$ cat src/hdl/sensor_pkg.sv
package sensor_pkg;

    // Bus and sample widths
    typedef logic [16:0] wb_addr_t;
    typedef logic [31:0] wb_data_t;
    typedef logic [9:0]  reg_ofs_t;
    typedef logic [31:0] sample_t;

    typedef struct packed {
        logic     cyc;
        logic     stb;
        logic     we;
        wb_addr_t adr;
        wb_data_t wdat;
    } wb_req_t;

    typedef struct packed {
        wb_data_t rdat;
        logic     ack;
    } wb_rsp_t;

    // All zero means an unmapped window
    typedef struct packed {
        logic reg_win;
        logic dma_win;
        logic data_win;
    } win_sel_t;

    typedef enum logic [1:0] {
        ACQ_IDLE,
        ACQ_START,
        ACQ_WAIT_DONE,
        ACQ_GAP
    } acq_state_e;

    typedef enum logic [1:0] {
        SPI_IDLE,
        SPI_SHIFT,
        SPI_FINISH
    } spi_state_e;

    // Window bases, decoded on adr[16:12]
    localparam wb_addr_t REG_WIN_BASE  = 17'h00000;
    localparam wb_addr_t DMA_WIN_BASE  = 17'h10000;
    localparam wb_addr_t DATA_WIN_BASE = 17'h11000;

    localparam reg_ofs_t ID_ADR        = 10'h000;
    localparam reg_ofs_t REV_ADR       = 10'h004;
    localparam reg_ofs_t FIFO_RST_ADR  = 10'h008;
    localparam reg_ofs_t SENSOR_EN_ADR = 10'h00C;
    localparam reg_ofs_t OVERRUN_ADR   = 10'h010;
    localparam reg_ofs_t LEVEL_ADR     = 10'h014;
    localparam reg_ofs_t SCRATCH_ADR   = 10'h018;

    localparam reg_ofs_t DMA_EN_ADR      = 10'h000;
    localparam reg_ofs_t DMA_STS_ADR     = 10'h004;
    localparam reg_ofs_t DMA_INTR_EN_ADR = 10'h008;

    localparam wb_data_t DEVICE_ID        = 32'h0000_5A17;
    localparam wb_data_t REV_LEVEL        = 32'h0001_0000;
    localparam wb_data_t SCRATCH_RESET    = 32'h1234_5678;
    localparam wb_data_t REG_DEF_VALUE    = 32'hFABD_EFAC; // Undefined offset in a window
    localparam wb_data_t BAD_ACCESS_VALUE = 32'hBADF_ABAC; // Unmapped window

    localparam int DEFAULT_TIMEOUT = 7;
    localparam int DEFAULT_CNTR_W  = 3;

endpackage
$ cat src/hdl/sensor_fpga_top.sv
module sensor_fpga_top #(
    parameter int FIFO_DEPTH  = 16,
    parameter int SPI_CLK_DIV = 2,
    parameter int SAMPLE_GAP  = 8,
    parameter int DMA_BURST   = 4
) (
    input  logic                 wb_clk_i,
    input  logic                 rst_i,
    input  sensor_pkg::wb_req_t  wb_req_i,
    output sensor_pkg::wb_rsp_t  wb_rsp_o,
    output logic                 csn_o,
    output logic                 sclk_o,
    input  logic                 sdata_i,
    input  logic                 dma_active_i,
    input  logic                 dma_done_i,
    output logic                 dma_req_o,
    output logic                 intr_o,
    output sensor_pkg::wb_data_t device_id_o
);
    import sensor_pkg::*;

    localparam int LVL_W = $clog2(FIFO_DEPTH + 1);

    win_sel_t         win_sel;
    wb_rsp_t          regs_rsp;
    logic             sensor_en;
    logic             fifo_clr;
    logic             fifo_pop;
    sample_t          fifo_dout;
    logic [LVL_W-1:0] fifo_level;
    logic             fifo_empty;
    logic             overrun;
    logic             dma_en;
    logic             intr_en;
    logic             done_sts;
    logic             done_clr;
    logic             frame_start;
    logic             frame_done;
    logic             sample_valid;
    sample_t          sample;

    wb_addr_decode u_wb_addr_decode (
        .wb_clk_i   (wb_clk_i),
        .rst_i      (rst_i),
        .wb_req_i   (wb_req_i),
        .win_sel_o  (win_sel),
        .regs_rsp_i (regs_rsp),
        .wb_rsp_o   (wb_rsp_o)
    );

    sensor_regs #(
        .FIFO_DEPTH (FIFO_DEPTH)
    ) u_sensor_regs (
        .wb_clk_i     (wb_clk_i),
        .rst_i        (rst_i),
        .wb_req_i     (wb_req_i),
        .win_sel_i    (win_sel),
        .rsp_o        (regs_rsp),
        .sensor_en_o  (sensor_en),
        .fifo_clr_o   (fifo_clr),
        .fifo_pop_o   (fifo_pop),
        .fifo_dout_i  (fifo_dout),
        .fifo_level_i (fifo_level),
        .fifo_empty_i (fifo_empty),
        .overrun_i    (overrun),
        .dma_en_o     (dma_en),
        .intr_en_o    (intr_en),
        .done_sts_i   (done_sts),
        .done_clr_o   (done_clr),
        .device_id_o  (device_id_o)
    );

    // Sample path
    sample_fifo #(
        .FIFO_DEPTH (FIFO_DEPTH)
    ) u_sample_fifo (
        .wb_clk_i    (wb_clk_i),
        .rst_i       (rst_i),
        .clr_i       (fifo_clr),
        .push_i      (sample_valid),
        .push_data_i (sample),
        .pop_i       (fifo_pop),
        .dout_o      (fifo_dout),
        .level_o     (fifo_level),
        .empty_o     (fifo_empty),
        .overrun_o   (overrun)
    );

    spi_sample_rx #(
        .SPI_CLK_DIV (SPI_CLK_DIV)
    ) u_spi_sample_rx (
        .wb_clk_i       (wb_clk_i),
        .rst_i          (rst_i),
        .frame_start_i  (frame_start),
        .frame_done_o   (frame_done),
        .csn_o          (csn_o),
        .sclk_o         (sclk_o),
        .sdata_i        (sdata_i),
        .sample_valid_o (sample_valid),
        .sample_o       (sample)
    );

    acq_sequencer #(
        .SAMPLE_GAP (SAMPLE_GAP)
    ) u_acq_sequencer (
        .wb_clk_i      (wb_clk_i),
        .rst_i         (rst_i),
        .sensor_en_i   (sensor_en),
        .frame_start_o (frame_start),
        .frame_done_i  (frame_done)
    );

    dma_req_ctrl #(
        .DMA_BURST  (DMA_BURST),
        .FIFO_DEPTH (FIFO_DEPTH)
    ) u_dma_req_ctrl (
        .wb_clk_i     (wb_clk_i),
        .rst_i        (rst_i),
        .dma_en_i     (dma_en),
        .intr_en_i    (intr_en),
        .fifo_level_i (fifo_level),
        .dma_active_i (dma_active_i),
        .dma_done_i   (dma_done_i),
        .dma_req_o    (dma_req_o),
        .done_sts_o   (done_sts),
        .done_clr_i   (done_clr),
        .intr_o       (intr_o)
    );

endmodule

$ cat src/hdl/dma_req_ctrl.sv
module dma_req_ctrl #(
    parameter int DMA_BURST  = 4,
    parameter int FIFO_DEPTH = 16
) (
    input  logic                            wb_clk_i,
    input  logic                            rst_i,
    input  logic                            dma_en_i,
    input  logic                            intr_en_i,
    input  logic [$clog2(FIFO_DEPTH+1)-1:0] fifo_level_i,
    input  logic                            dma_active_i,
    input  logic                            dma_done_i,
    output logic                            dma_req_o,
    output logic                            done_sts_o,
    input  logic                            done_clr_i,
    output logic                            intr_o
);
    localparam int LVL_W = $clog2(FIFO_DEPTH + 1);

    logic req_q;
    logic done_sts_q;
    logic burst_ready;

    assign burst_ready = (fifo_level_i >= LVL_W'(DMA_BURST));

    always_ff @(posedge wb_clk_i)
    begin
        if (rst_i)
        begin
            req_q      <= 1'b0;
            done_sts_q <= 1'b0;
        end
        else
        begin
            if (dma_done_i)
                req_q <= 1'b0;
            else if (dma_en_i && !dma_active_i && burst_ready)
                req_q <= 1'b1; // Held until the transfer reports done

            if (dma_done_i)
                done_sts_q <= 1'b1;
            else if (done_clr_i)
                done_sts_q <= 1'b0;
        end
    end

    assign dma_req_o  = req_q;
    assign done_sts_o = done_sts_q;
    assign intr_o     = done_sts_q & intr_en_i;

endmodule

$ cat src/hdl/acq_sequencer.sv
module acq_sequencer #(
    parameter int SAMPLE_GAP = 8
) (
    input  logic wb_clk_i,
    input  logic rst_i,
    input  logic sensor_en_i,
    output logic frame_start_o,
    input  logic frame_done_i
);
    import sensor_pkg::*;

    localparam int GAP_W = $clog2(SAMPLE_GAP + 1);

    acq_state_e       state_q;
    logic [GAP_W-1:0] gap_cnt_q;

    always_ff @(posedge wb_clk_i)
    begin
        if (rst_i)
        begin
            state_q   <= ACQ_IDLE;
            gap_cnt_q <= '0;
        end
        else
        begin
            case (state_q)
                ACQ_IDLE:
                    if (sensor_en_i)
                        state_q <= ACQ_START;
                ACQ_START:
                    state_q <= ACQ_WAIT_DONE;
                ACQ_WAIT_DONE:
                    if (frame_done_i)
                    begin
                        gap_cnt_q <= '0;
                        // Running frame always completes before idling
                        state_q   <= sensor_en_i ? ACQ_GAP : ACQ_IDLE;
                    end
                ACQ_GAP:
                    if (!sensor_en_i)
                        state_q <= ACQ_IDLE;
                    else if (gap_cnt_q == GAP_W'(SAMPLE_GAP - 1))
                        state_q <= ACQ_START;
                    else
                        gap_cnt_q <= gap_cnt_q + 1'b1;
                default:
                    state_q <= ACQ_IDLE;
            endcase
        end
    end

    assign frame_start_o = (state_q == ACQ_START);

endmodule

$ cat src/hdl/spi_sample_rx.sv
module spi_sample_rx #(
    parameter int SPI_CLK_DIV = 2
) (
    input  logic                wb_clk_i,
    input  logic                rst_i,
    input  logic                frame_start_i,
    output logic                frame_done_o,
    output logic                csn_o,
    output logic                sclk_o,
    input  logic                sdata_i,
    output logic                sample_valid_o,
    output sensor_pkg::sample_t sample_o
);
    import sensor_pkg::*;

    localparam int DIV_W = $clog2(SPI_CLK_DIV + 1);

    spi_state_e       state_q;
    logic [DIV_W-1:0] div_cnt_q;
    logic [4:0]       bit_cnt_q;
    logic             sclk_q;
    logic             csn_q;
    logic             half_tick;
    sample_t          shreg_q;

    // End of one sclk half period
    assign half_tick = (div_cnt_q == DIV_W'(SPI_CLK_DIV - 1));

    always_ff @(posedge wb_clk_i)
    begin
        if (rst_i)
        begin
            state_q   <= SPI_IDLE;
            div_cnt_q <= '0;
            bit_cnt_q <= '0;
            sclk_q    <= 1'b0;
            csn_q     <= 1'b1;
        end
        else
        begin
            case (state_q)
                SPI_IDLE:
                begin
                    div_cnt_q <= '0;
                    bit_cnt_q <= '0;
                    if (frame_start_i)
                    begin
                        state_q <= SPI_SHIFT;
                        csn_q   <= 1'b0;
                    end
                end
                SPI_SHIFT:
                begin
                    if (half_tick)
                    begin
                        div_cnt_q <= '0;
                        sclk_q    <= ~sclk_q;
                        if (sclk_q) // Falling edge closes a bit
                        begin
                            bit_cnt_q <= bit_cnt_q + 1'b1;
                            if (bit_cnt_q == 5'd31)
                            begin
                                state_q <= SPI_FINISH;
                                csn_q   <= 1'b1;
                            end
                        end
                    end
                    else
                        div_cnt_q <= div_cnt_q + 1'b1;
                end
                SPI_FINISH:
                    state_q <= SPI_IDLE;
                default:
                    state_q <= SPI_IDLE;
            endcase
        end
    end

    // MSB first, taken as sclk rises
    always_ff @(posedge wb_clk_i)
    begin
        if (state_q == SPI_SHIFT && half_tick && !sclk_q)
            shreg_q <= {shreg_q[30:0], sdata_i};
    end

    assign csn_o          = csn_q;
    assign sclk_o         = sclk_q;
    assign sample_o       = shreg_q;
    assign sample_valid_o = (state_q == SPI_FINISH);
    assign frame_done_o   = (state_q == SPI_FINISH);

endmodule

$ cat src/hdl/sample_fifo.sv
module sample_fifo #(
    parameter int FIFO_DEPTH = 16
) (
    input  logic                            wb_clk_i,
    input  logic                            rst_i,
    input  logic                            clr_i,
    input  logic                            push_i,
    input  sensor_pkg::sample_t             push_data_i,
    input  logic                            pop_i,
    output sensor_pkg::sample_t             dout_o,
    output logic [$clog2(FIFO_DEPTH+1)-1:0] level_o,
    output logic                            empty_o,
    output logic                            overrun_o
);
    import sensor_pkg::*;

    localparam int PTR_W = $clog2(FIFO_DEPTH);
    localparam int LVL_W = $clog2(FIFO_DEPTH + 1);

    sample_t          mem [FIFO_DEPTH];
    logic [PTR_W-1:0] wr_ptr_q;
    logic [PTR_W-1:0] rd_ptr_q;
    logic [LVL_W-1:0] level_q;
    logic             overrun_q;
    logic             full;
    logic             push_ok;
    logic             pop_ok;

    assign full    = (level_q == LVL_W'(FIFO_DEPTH));
    assign push_ok = push_i & ~full;
    assign pop_ok  = pop_i & (level_q != '0);

    always_ff @(posedge wb_clk_i)
    begin
        if (rst_i || clr_i)
        begin
            wr_ptr_q  <= '0;
            rd_ptr_q  <= '0;
            level_q   <= '0;
            overrun_q <= 1'b0;
        end
        else
        begin
            if (push_ok)
                wr_ptr_q <= wr_ptr_q + 1'b1; // Depth is a power of two
            if (pop_ok)
                rd_ptr_q <= rd_ptr_q + 1'b1;
            if (push_ok && !pop_ok)
                level_q <= level_q + 1'b1;
            else if (pop_ok && !push_ok)
                level_q <= level_q - 1'b1;
            if (push_i && full)
                overrun_q <= 1'b1; // Sample lost, flag stays until clear
        end
    end

    always_ff @(posedge wb_clk_i)
    begin
        if (push_ok)
            mem[wr_ptr_q] <= push_data_i;
    end

    assign dout_o    = mem[rd_ptr_q];
    assign level_o   = level_q;
    assign empty_o   = (level_q == '0);
    assign overrun_o = overrun_q;

endmodule

$ cat src/hdl/sensor_regs.sv
module sensor_regs #(
    parameter int FIFO_DEPTH = 16
) (
    input  logic                               wb_clk_i,
    input  logic                               rst_i,
    input  sensor_pkg::wb_req_t                wb_req_i,
    input  sensor_pkg::win_sel_t               win_sel_i,
    output sensor_pkg::wb_rsp_t                rsp_o,
    output logic                               sensor_en_o,
    output logic                               fifo_clr_o,
    output logic                               fifo_pop_o,
    input  sensor_pkg::sample_t                fifo_dout_i,
    input  logic [$clog2(FIFO_DEPTH+1)-1:0]    fifo_level_i,
    input  logic                               fifo_empty_i,
    input  logic                               overrun_i,
    output logic                               dma_en_o,
    output logic                               intr_en_o,
    input  logic                               done_sts_i,
    output logic                               done_clr_o,
    output sensor_pkg::wb_data_t               device_id_o
);
    import sensor_pkg::*;

    reg_ofs_t ofs;
    logic     acc;
    logic     wr;
    logic     rd;
    wb_data_t rd_mux;
    wb_data_t rdat_q;
    wb_data_t scratch_q;
    logic     ack_q;
    logic     sensor_en_q;
    logic     dma_en_q;
    logic     intr_en_q;
    logic     fifo_clr_q;
    logic     fifo_pop_q;
    logic     done_clr_q;

    assign ofs = wb_req_i.adr[9:0];
    assign acc = wb_req_i.cyc & wb_req_i.stb & ~ack_q &
                 (win_sel_i.reg_win | win_sel_i.dma_win | win_sel_i.data_win);
    assign wr  = acc & wb_req_i.we;
    assign rd  = acc & ~wb_req_i.we;

    always_comb
    begin
        rd_mux = REG_DEF_VALUE;
        if (win_sel_i.reg_win)
        begin
            case (ofs)
                ID_ADR:        rd_mux = DEVICE_ID;
                REV_ADR:       rd_mux = REV_LEVEL;
                FIFO_RST_ADR:  rd_mux = '0;          // Write-only strobe
                SENSOR_EN_ADR: rd_mux = wb_data_t'(sensor_en_q);
                OVERRUN_ADR:   rd_mux = wb_data_t'(overrun_i);
                LEVEL_ADR:     rd_mux = wb_data_t'(fifo_level_i);
                SCRATCH_ADR:   rd_mux = scratch_q;
                default:       rd_mux = REG_DEF_VALUE;
            endcase
        end
        else if (win_sel_i.dma_win)
        begin
            case (ofs)
                DMA_EN_ADR:      rd_mux = wb_data_t'(dma_en_q);
                DMA_STS_ADR:     rd_mux = wb_data_t'(done_sts_i);
                DMA_INTR_EN_ADR: rd_mux = wb_data_t'(intr_en_q);
                default:         rd_mux = REG_DEF_VALUE;
            endcase
        end
        else if (win_sel_i.data_win)
            rd_mux = fifo_empty_i ? '0 : fifo_dout_i; // Head of FIFO
    end

    always_ff @(posedge wb_clk_i)
    begin
        if (rst_i)
        begin
            ack_q       <= 1'b0;
            sensor_en_q <= 1'b0;
            dma_en_q    <= 1'b0;
            intr_en_q   <= 1'b0;
            scratch_q   <= SCRATCH_RESET;
            fifo_clr_q  <= 1'b0;
            fifo_pop_q  <= 1'b0;
            done_clr_q  <= 1'b0;
        end
        else
        begin
            ack_q      <= acc;
            fifo_clr_q <= wr & win_sel_i.reg_win & (ofs == FIFO_RST_ADR);
            done_clr_q <= wr & win_sel_i.dma_win & (ofs == DMA_STS_ADR) & wb_req_i.wdat[0];
            // Pop lines up with the ack of a data-port read
            fifo_pop_q <= rd & win_sel_i.data_win & ~fifo_empty_i;

            if (wr && win_sel_i.reg_win)
            begin
                if (ofs == SENSOR_EN_ADR)
                    sensor_en_q <= wb_req_i.wdat[0];
                if (ofs == SCRATCH_ADR)
                    scratch_q <= wb_req_i.wdat;
            end

            if (wr && win_sel_i.dma_win)
            begin
                if (ofs == DMA_EN_ADR)
                    dma_en_q <= wb_req_i.wdat[0];
                if (ofs == DMA_INTR_EN_ADR)
                    intr_en_q <= wb_req_i.wdat[0];
            end
        end
    end

    always_ff @(posedge wb_clk_i)
    begin
        if (acc)
            rdat_q <= rd_mux;
    end

    assign rsp_o.ack   = ack_q;
    assign rsp_o.rdat  = rdat_q;
    assign sensor_en_o = sensor_en_q;
    assign dma_en_o    = dma_en_q;
    assign intr_en_o   = intr_en_q;
    assign fifo_clr_o  = fifo_clr_q;
    assign fifo_pop_o  = fifo_pop_q;
    assign done_clr_o  = done_clr_q;
    assign device_id_o = DEVICE_ID;

endmodule

$ cat src/hdl/wb_addr_decode.sv
module wb_addr_decode (
    input  logic                wb_clk_i,
    input  logic                rst_i,
    input  sensor_pkg::wb_req_t  wb_req_i,
    output sensor_pkg::win_sel_t win_sel_o,
    input  sensor_pkg::wb_rsp_t  regs_rsp_i,
    output sensor_pkg::wb_rsp_t  wb_rsp_o
);
    import sensor_pkg::*;

    logic [4:0]                win_bits;
    win_sel_t                  win_sel;
    logic                      unmapped;
    logic [DEFAULT_CNTR_W-1:0] to_cnt_q;
    logic                      to_ack_q;

    assign win_bits = wb_req_i.adr[16:12];

    assign win_sel.reg_win  = wb_req_i.cyc & (win_bits == REG_WIN_BASE[16:12]);
    assign win_sel.dma_win  = wb_req_i.cyc & (win_bits == DMA_WIN_BASE[16:12]);
    assign win_sel.data_win = wb_req_i.cyc & (win_bits == DATA_WIN_BASE[16:12]);
    assign win_sel_o        = win_sel;

    // Nobody answers here, so the decoder does
    assign unmapped = wb_req_i.cyc & wb_req_i.stb &
                      ~(win_sel.reg_win | win_sel.dma_win | win_sel.data_win);

    always_ff @(posedge wb_clk_i)
    begin
        if (rst_i)
        begin
            to_cnt_q <= '0;
            to_ack_q <= 1'b0;
        end
        else
        begin
            to_ack_q <= 1'b0;
            if (!unmapped || to_ack_q)
                to_cnt_q <= '0; // Restart once stb drops or after the ack
            else if (to_cnt_q == DEFAULT_CNTR_W'(DEFAULT_TIMEOUT - 1))
            begin
                to_ack_q <= 1'b1;
                to_cnt_q <= '0;
            end
            else
                to_cnt_q <= to_cnt_q + 1'b1;
        end
    end

    // Response merge
    always_comb
    begin
        wb_rsp_o.ack  = regs_rsp_i.ack | to_ack_q;
        wb_rsp_o.rdat = to_ack_q ? BAD_ACCESS_VALUE : regs_rsp_i.rdat;
    end

endmodule

$ cat config.mk
export PLATFORM = sky130hd
export DESIGN_NAME = sensor_fpga_top
export DESIGN_NICKNAME = d
export VERILOG_FILES = /design/src/hdl/sensor_pkg.sv /design/src/hdl/sensor_fpga_top.sv /design/src/hdl/dma_req_ctrl.sv /design/src/hdl/acq_sequencer.sv /design/src/hdl/spi_sample_rx.sv /design/src/hdl/sample_fifo.sv /design/src/hdl/sensor_regs.sv /design/src/hdl/wb_addr_decode.sv
export SDC_FILE = /design/constraint.sdc
export NUM_CORES = 1
export LEC_CHECK = 0
export BUFFER_PORTS_ARGS = -buffer_cell sky130_fd_sc_hd__buf_4
export CAP_MARGIN = 20
export CORE_UTILIZATION = 50
export CTS_CLUSTER_DIAMETER = 50
export DETAILED_ROUTE_END_ITERATION = 10
export GPL_TIMING_DRIVEN = 0
export PLACE_DENSITY = 0.67
export SYNTH_ARGS = -nofsm -noshare
export SYNTH_HDL_FRONTEND = slang
export SYNTH_SLANG_ARGS = --single-unit
$ cat constraint.sdc
create_clock -name wb_clk_i -period 5.8 [get_ports wb_clk_i]
set_input_delay 1.16 -clock wb_clk_i [delete_from_list [all_inputs] [get_ports wb_clk_i]]
set_output_delay 1.16 -clock wb_clk_i [all_outputs]
set_load 0.005 [all_outputs]
==> qor.csv <==
metric,value,unit
synth_area_per_cell,17.2,sq um
ys_top_cells_by_area,"edfxtp_1 (67%), mux4_2 (7.1%), dfxtp_1 (6.2%)",
crit_top_cell,clkbuf_1,
portBuffers,90,
cp.required,6.11,ns
hold_buffers,0,
antenna_cells,0,
num-fill-cells,3737,
clockBufferDepth,3,
cap_viol_max_count,0,
grt_max_degree,27,
slew_headroom,29.5,%
synthArstFlopShare,0,%
min_from,u_wb_addr_decode.to_cnt_q[0],
postRouteAntennaNets,0,
rsz0062_at_grt,no,
ys.flop_type,edfxtp_1,
cts.sinks,656,
fp.dieH,230,microns
ys_seq_area_share,72.9,%
grtUsageTotal,24.7,%
place_inst,2343,
skew,0.0255,ns
final_nets,1807,
min_period,3.80,ns
yosys.area.top_type,edfxtp_1,
vias_per_cell,5.94,
layout_worst_path_cycle_share,65.5,%
endpoint_kind,register,
yosys_register_bits,656,
critical-path-max-stage-delay,0.76,ns
crit_type,register to register,
dpl.hpwl,41900,microns
cp_slowest_cell,buf_1,
mostFrequentLayoutCell,edfxtp_1,
post_cts_buffers,0,
grt_overflow,0,
cp.arrival,4.11,ns
areaGrowthSynthToFinish,17.8,%
core_area,0.0513,sq mm
start_kind,register,
antenna_found_initial,0,
ctsHtreeMaxLevel,3,
die_area,0.0528,sq mm
globalplace.congestion,0.867,
cts_resized,0,
initial_utilization,50.5,%
first_pass_iters,5,
fmax,263,MHz
cts_tree,done,
maxSlewViolCount,0,
netlist_instances,1509,
grt_pass1_wl,94600,microns
wl,64500,microns
die_w,230,microns
final_cell_area,0.0305,sq mm
cts_root_buf,clkbuf_16,
tightest_slew,1.06,ns
drive_gt1_share,25.0,%
cts_buffers,68,
drc_errors,0,
layout_common_cells,"edfxtp_1 (576), buf_4 (122), mux2i_1 (98)",
io_pins,126,
dr_total_vias,14700,
synth_edf_count,576,
cp_max_fo,10,
synthesis.area,0.0259,sq mm
placed_cell_area,0.0283,sq mm
fin_cells,2467,
drt_iter0_markers,1617,
power_density,311,mW/mm^2
setup_viol,0,
clk_pin_slew,0.06,ns
clock_latency,0.61,ns
yosys.cell_types.count,55,
status,completed,
peakVddDrop,0.192,mV
yosysWarnings,0,
grt_pass1_vias,14500,
synth_top_area_share,66.7,%
wire_per_inst,26.1,microns
rows,83,
finalHoldViolations,0,
crit_chain,"clkbuf_1, buf_1, clkbuf_1, mux2_2, a221oi_1, a211oi_1",
hold_path_class,register to register,
power.leakage,9.97,nW
[critical path: cells and delay by family (launching register included)]
kind,cells,cell delay (ns)
muxes,1,0.42
buffers and inverters,3,1.94
AOI/OAI and AO/OA,2,0.74
DFF,1,0.40
[synthesized netlist by cell type, types with 3 or more instances]
master    instances
dfxtp_1          80
a211oi_1         23
a31o_2            7
a221oi_1         46
buf_4            32
nand4b_1          3
edfxtp_1        576
nor4_1            7
and3_1            4
nor3_1           13
inv_1            15
nand2_1          84
a21o_1            4
nor2_1           56
and3b_1           3
xnor2_1           6
mux2i_1          98
a22o_1           26
clkbuf_1         54
mux2_2           25
a22oi_1          24
a21oi_1          49
or2_2            27
o21ai_0           7
nor2b_1          23
a211o_1          13
mux4_2           82
ha_1             14
nand3b_1          6
xor2_1            5
nand2b_1          8
nand3_1          10
and2_0           10
or3_1             4
nor3b_1           4
and2_1            7
buf_2            20
buf_1            11
[cells by family (layout without fill, tap and decap cells)]
group                      Yosys count  count (layout)  synth area share (%)
buffers and inverters              133             381                  2.51
muxes                              205             205                  12.0
and+or+nand+nor                    279             279                  5.50
DFF                                656             656                  72.9
other                                2              32                0.0290
AOI/OAI and AO/OA                  208             208                  5.93
adders and majority gates           15              15                 0.753
xor gates and xnor gates            11              11                 0.372
[power by group]
group          switching [mW]  internal, mW
clock                    1.77          2.59
combinational          0.0442        0.0488
sequential            0.00107          5.06
[per-stage QoR]
step	hold slack, ns	setup slack, ns	power, mW	TNS [ns]	util, %
6_report	0.451	2.00	9.51	0	59.5
5_1_grt	0.466	1.88	9.75	0	59.5
4_1_cts	0.453	1.95	9.56	0	59.5
3_5_place_dp	0.440	1.66	5.25	0	55.1
3_3_place_gp	0.426	-1.41	5.25	-173.98	53.7
2_1_floorplan	0.417	1.95	5.21	0	-
[layer usage]
layer / global-route usage (%) / up-vias / share of wire (%)
li1: - / 6351 / -
met1: 33.6 / 7495 / 41
met2: 40.6 / 702 / 49
met3: 4.40 / 102 / 8.4
met4: 7.60 / 0 / 2.2
met5: 0 / - / 0
[registers in the layout (all words and copies together) (netlist names), 2 cells and up, named ones only]
name,cells
u_sensor_regs.scratch_q,32
u_sample_fifo.mem,512
u_sample_fifo.rd_ptr_q,4
u_acq_sequencer.state_q,2
u_spi_sample_rx.state_q,2
u_spi_sample_rx.bit_cnt_q,5
u_spi_sample_rx.div_cnt_q,2
u_spi_sample_rx.sample_o,32
u_acq_sequencer.gap_cnt_q,4
u_wb_addr_decode.to_cnt_q,3
u_sensor_regs.rdat_q,32
u_sample_fifo.level_o,5
u_sample_fifo.wr_ptr_q,4
[cell type report]
cell class	instances	area, sq um	share of cell area [%]
Inverter	15	56.3	0.184
Clock inverter	33	323	1.06
Buffer	118	596	1.95
Multi-Input combinational cell	750	6600	21.6
Clock buffer	89	1900	6.23
Tap cell	680	851	2.79
Sequential cell	656	18900	61.9
Timing Repair Buffer	126	1320	4.33
[path summary, 6_finish.rpt]
path                                                     end  slack (ns)  depth (start not counted)
worst min-delay path            u_wb_addr_decode.to_cnt_q[0]        0.45                          1
worst max-delay path                u_sensor_regs.rdat_q[30]        2.00                          6
worst max register to register      u_sensor_regs.rdat_q[30]        2.00                          6
worst min register to register  u_wb_addr_decode.to_cnt_q[0]        0.45                          1
Note: power is estimated with default switching activity, not from simulation.
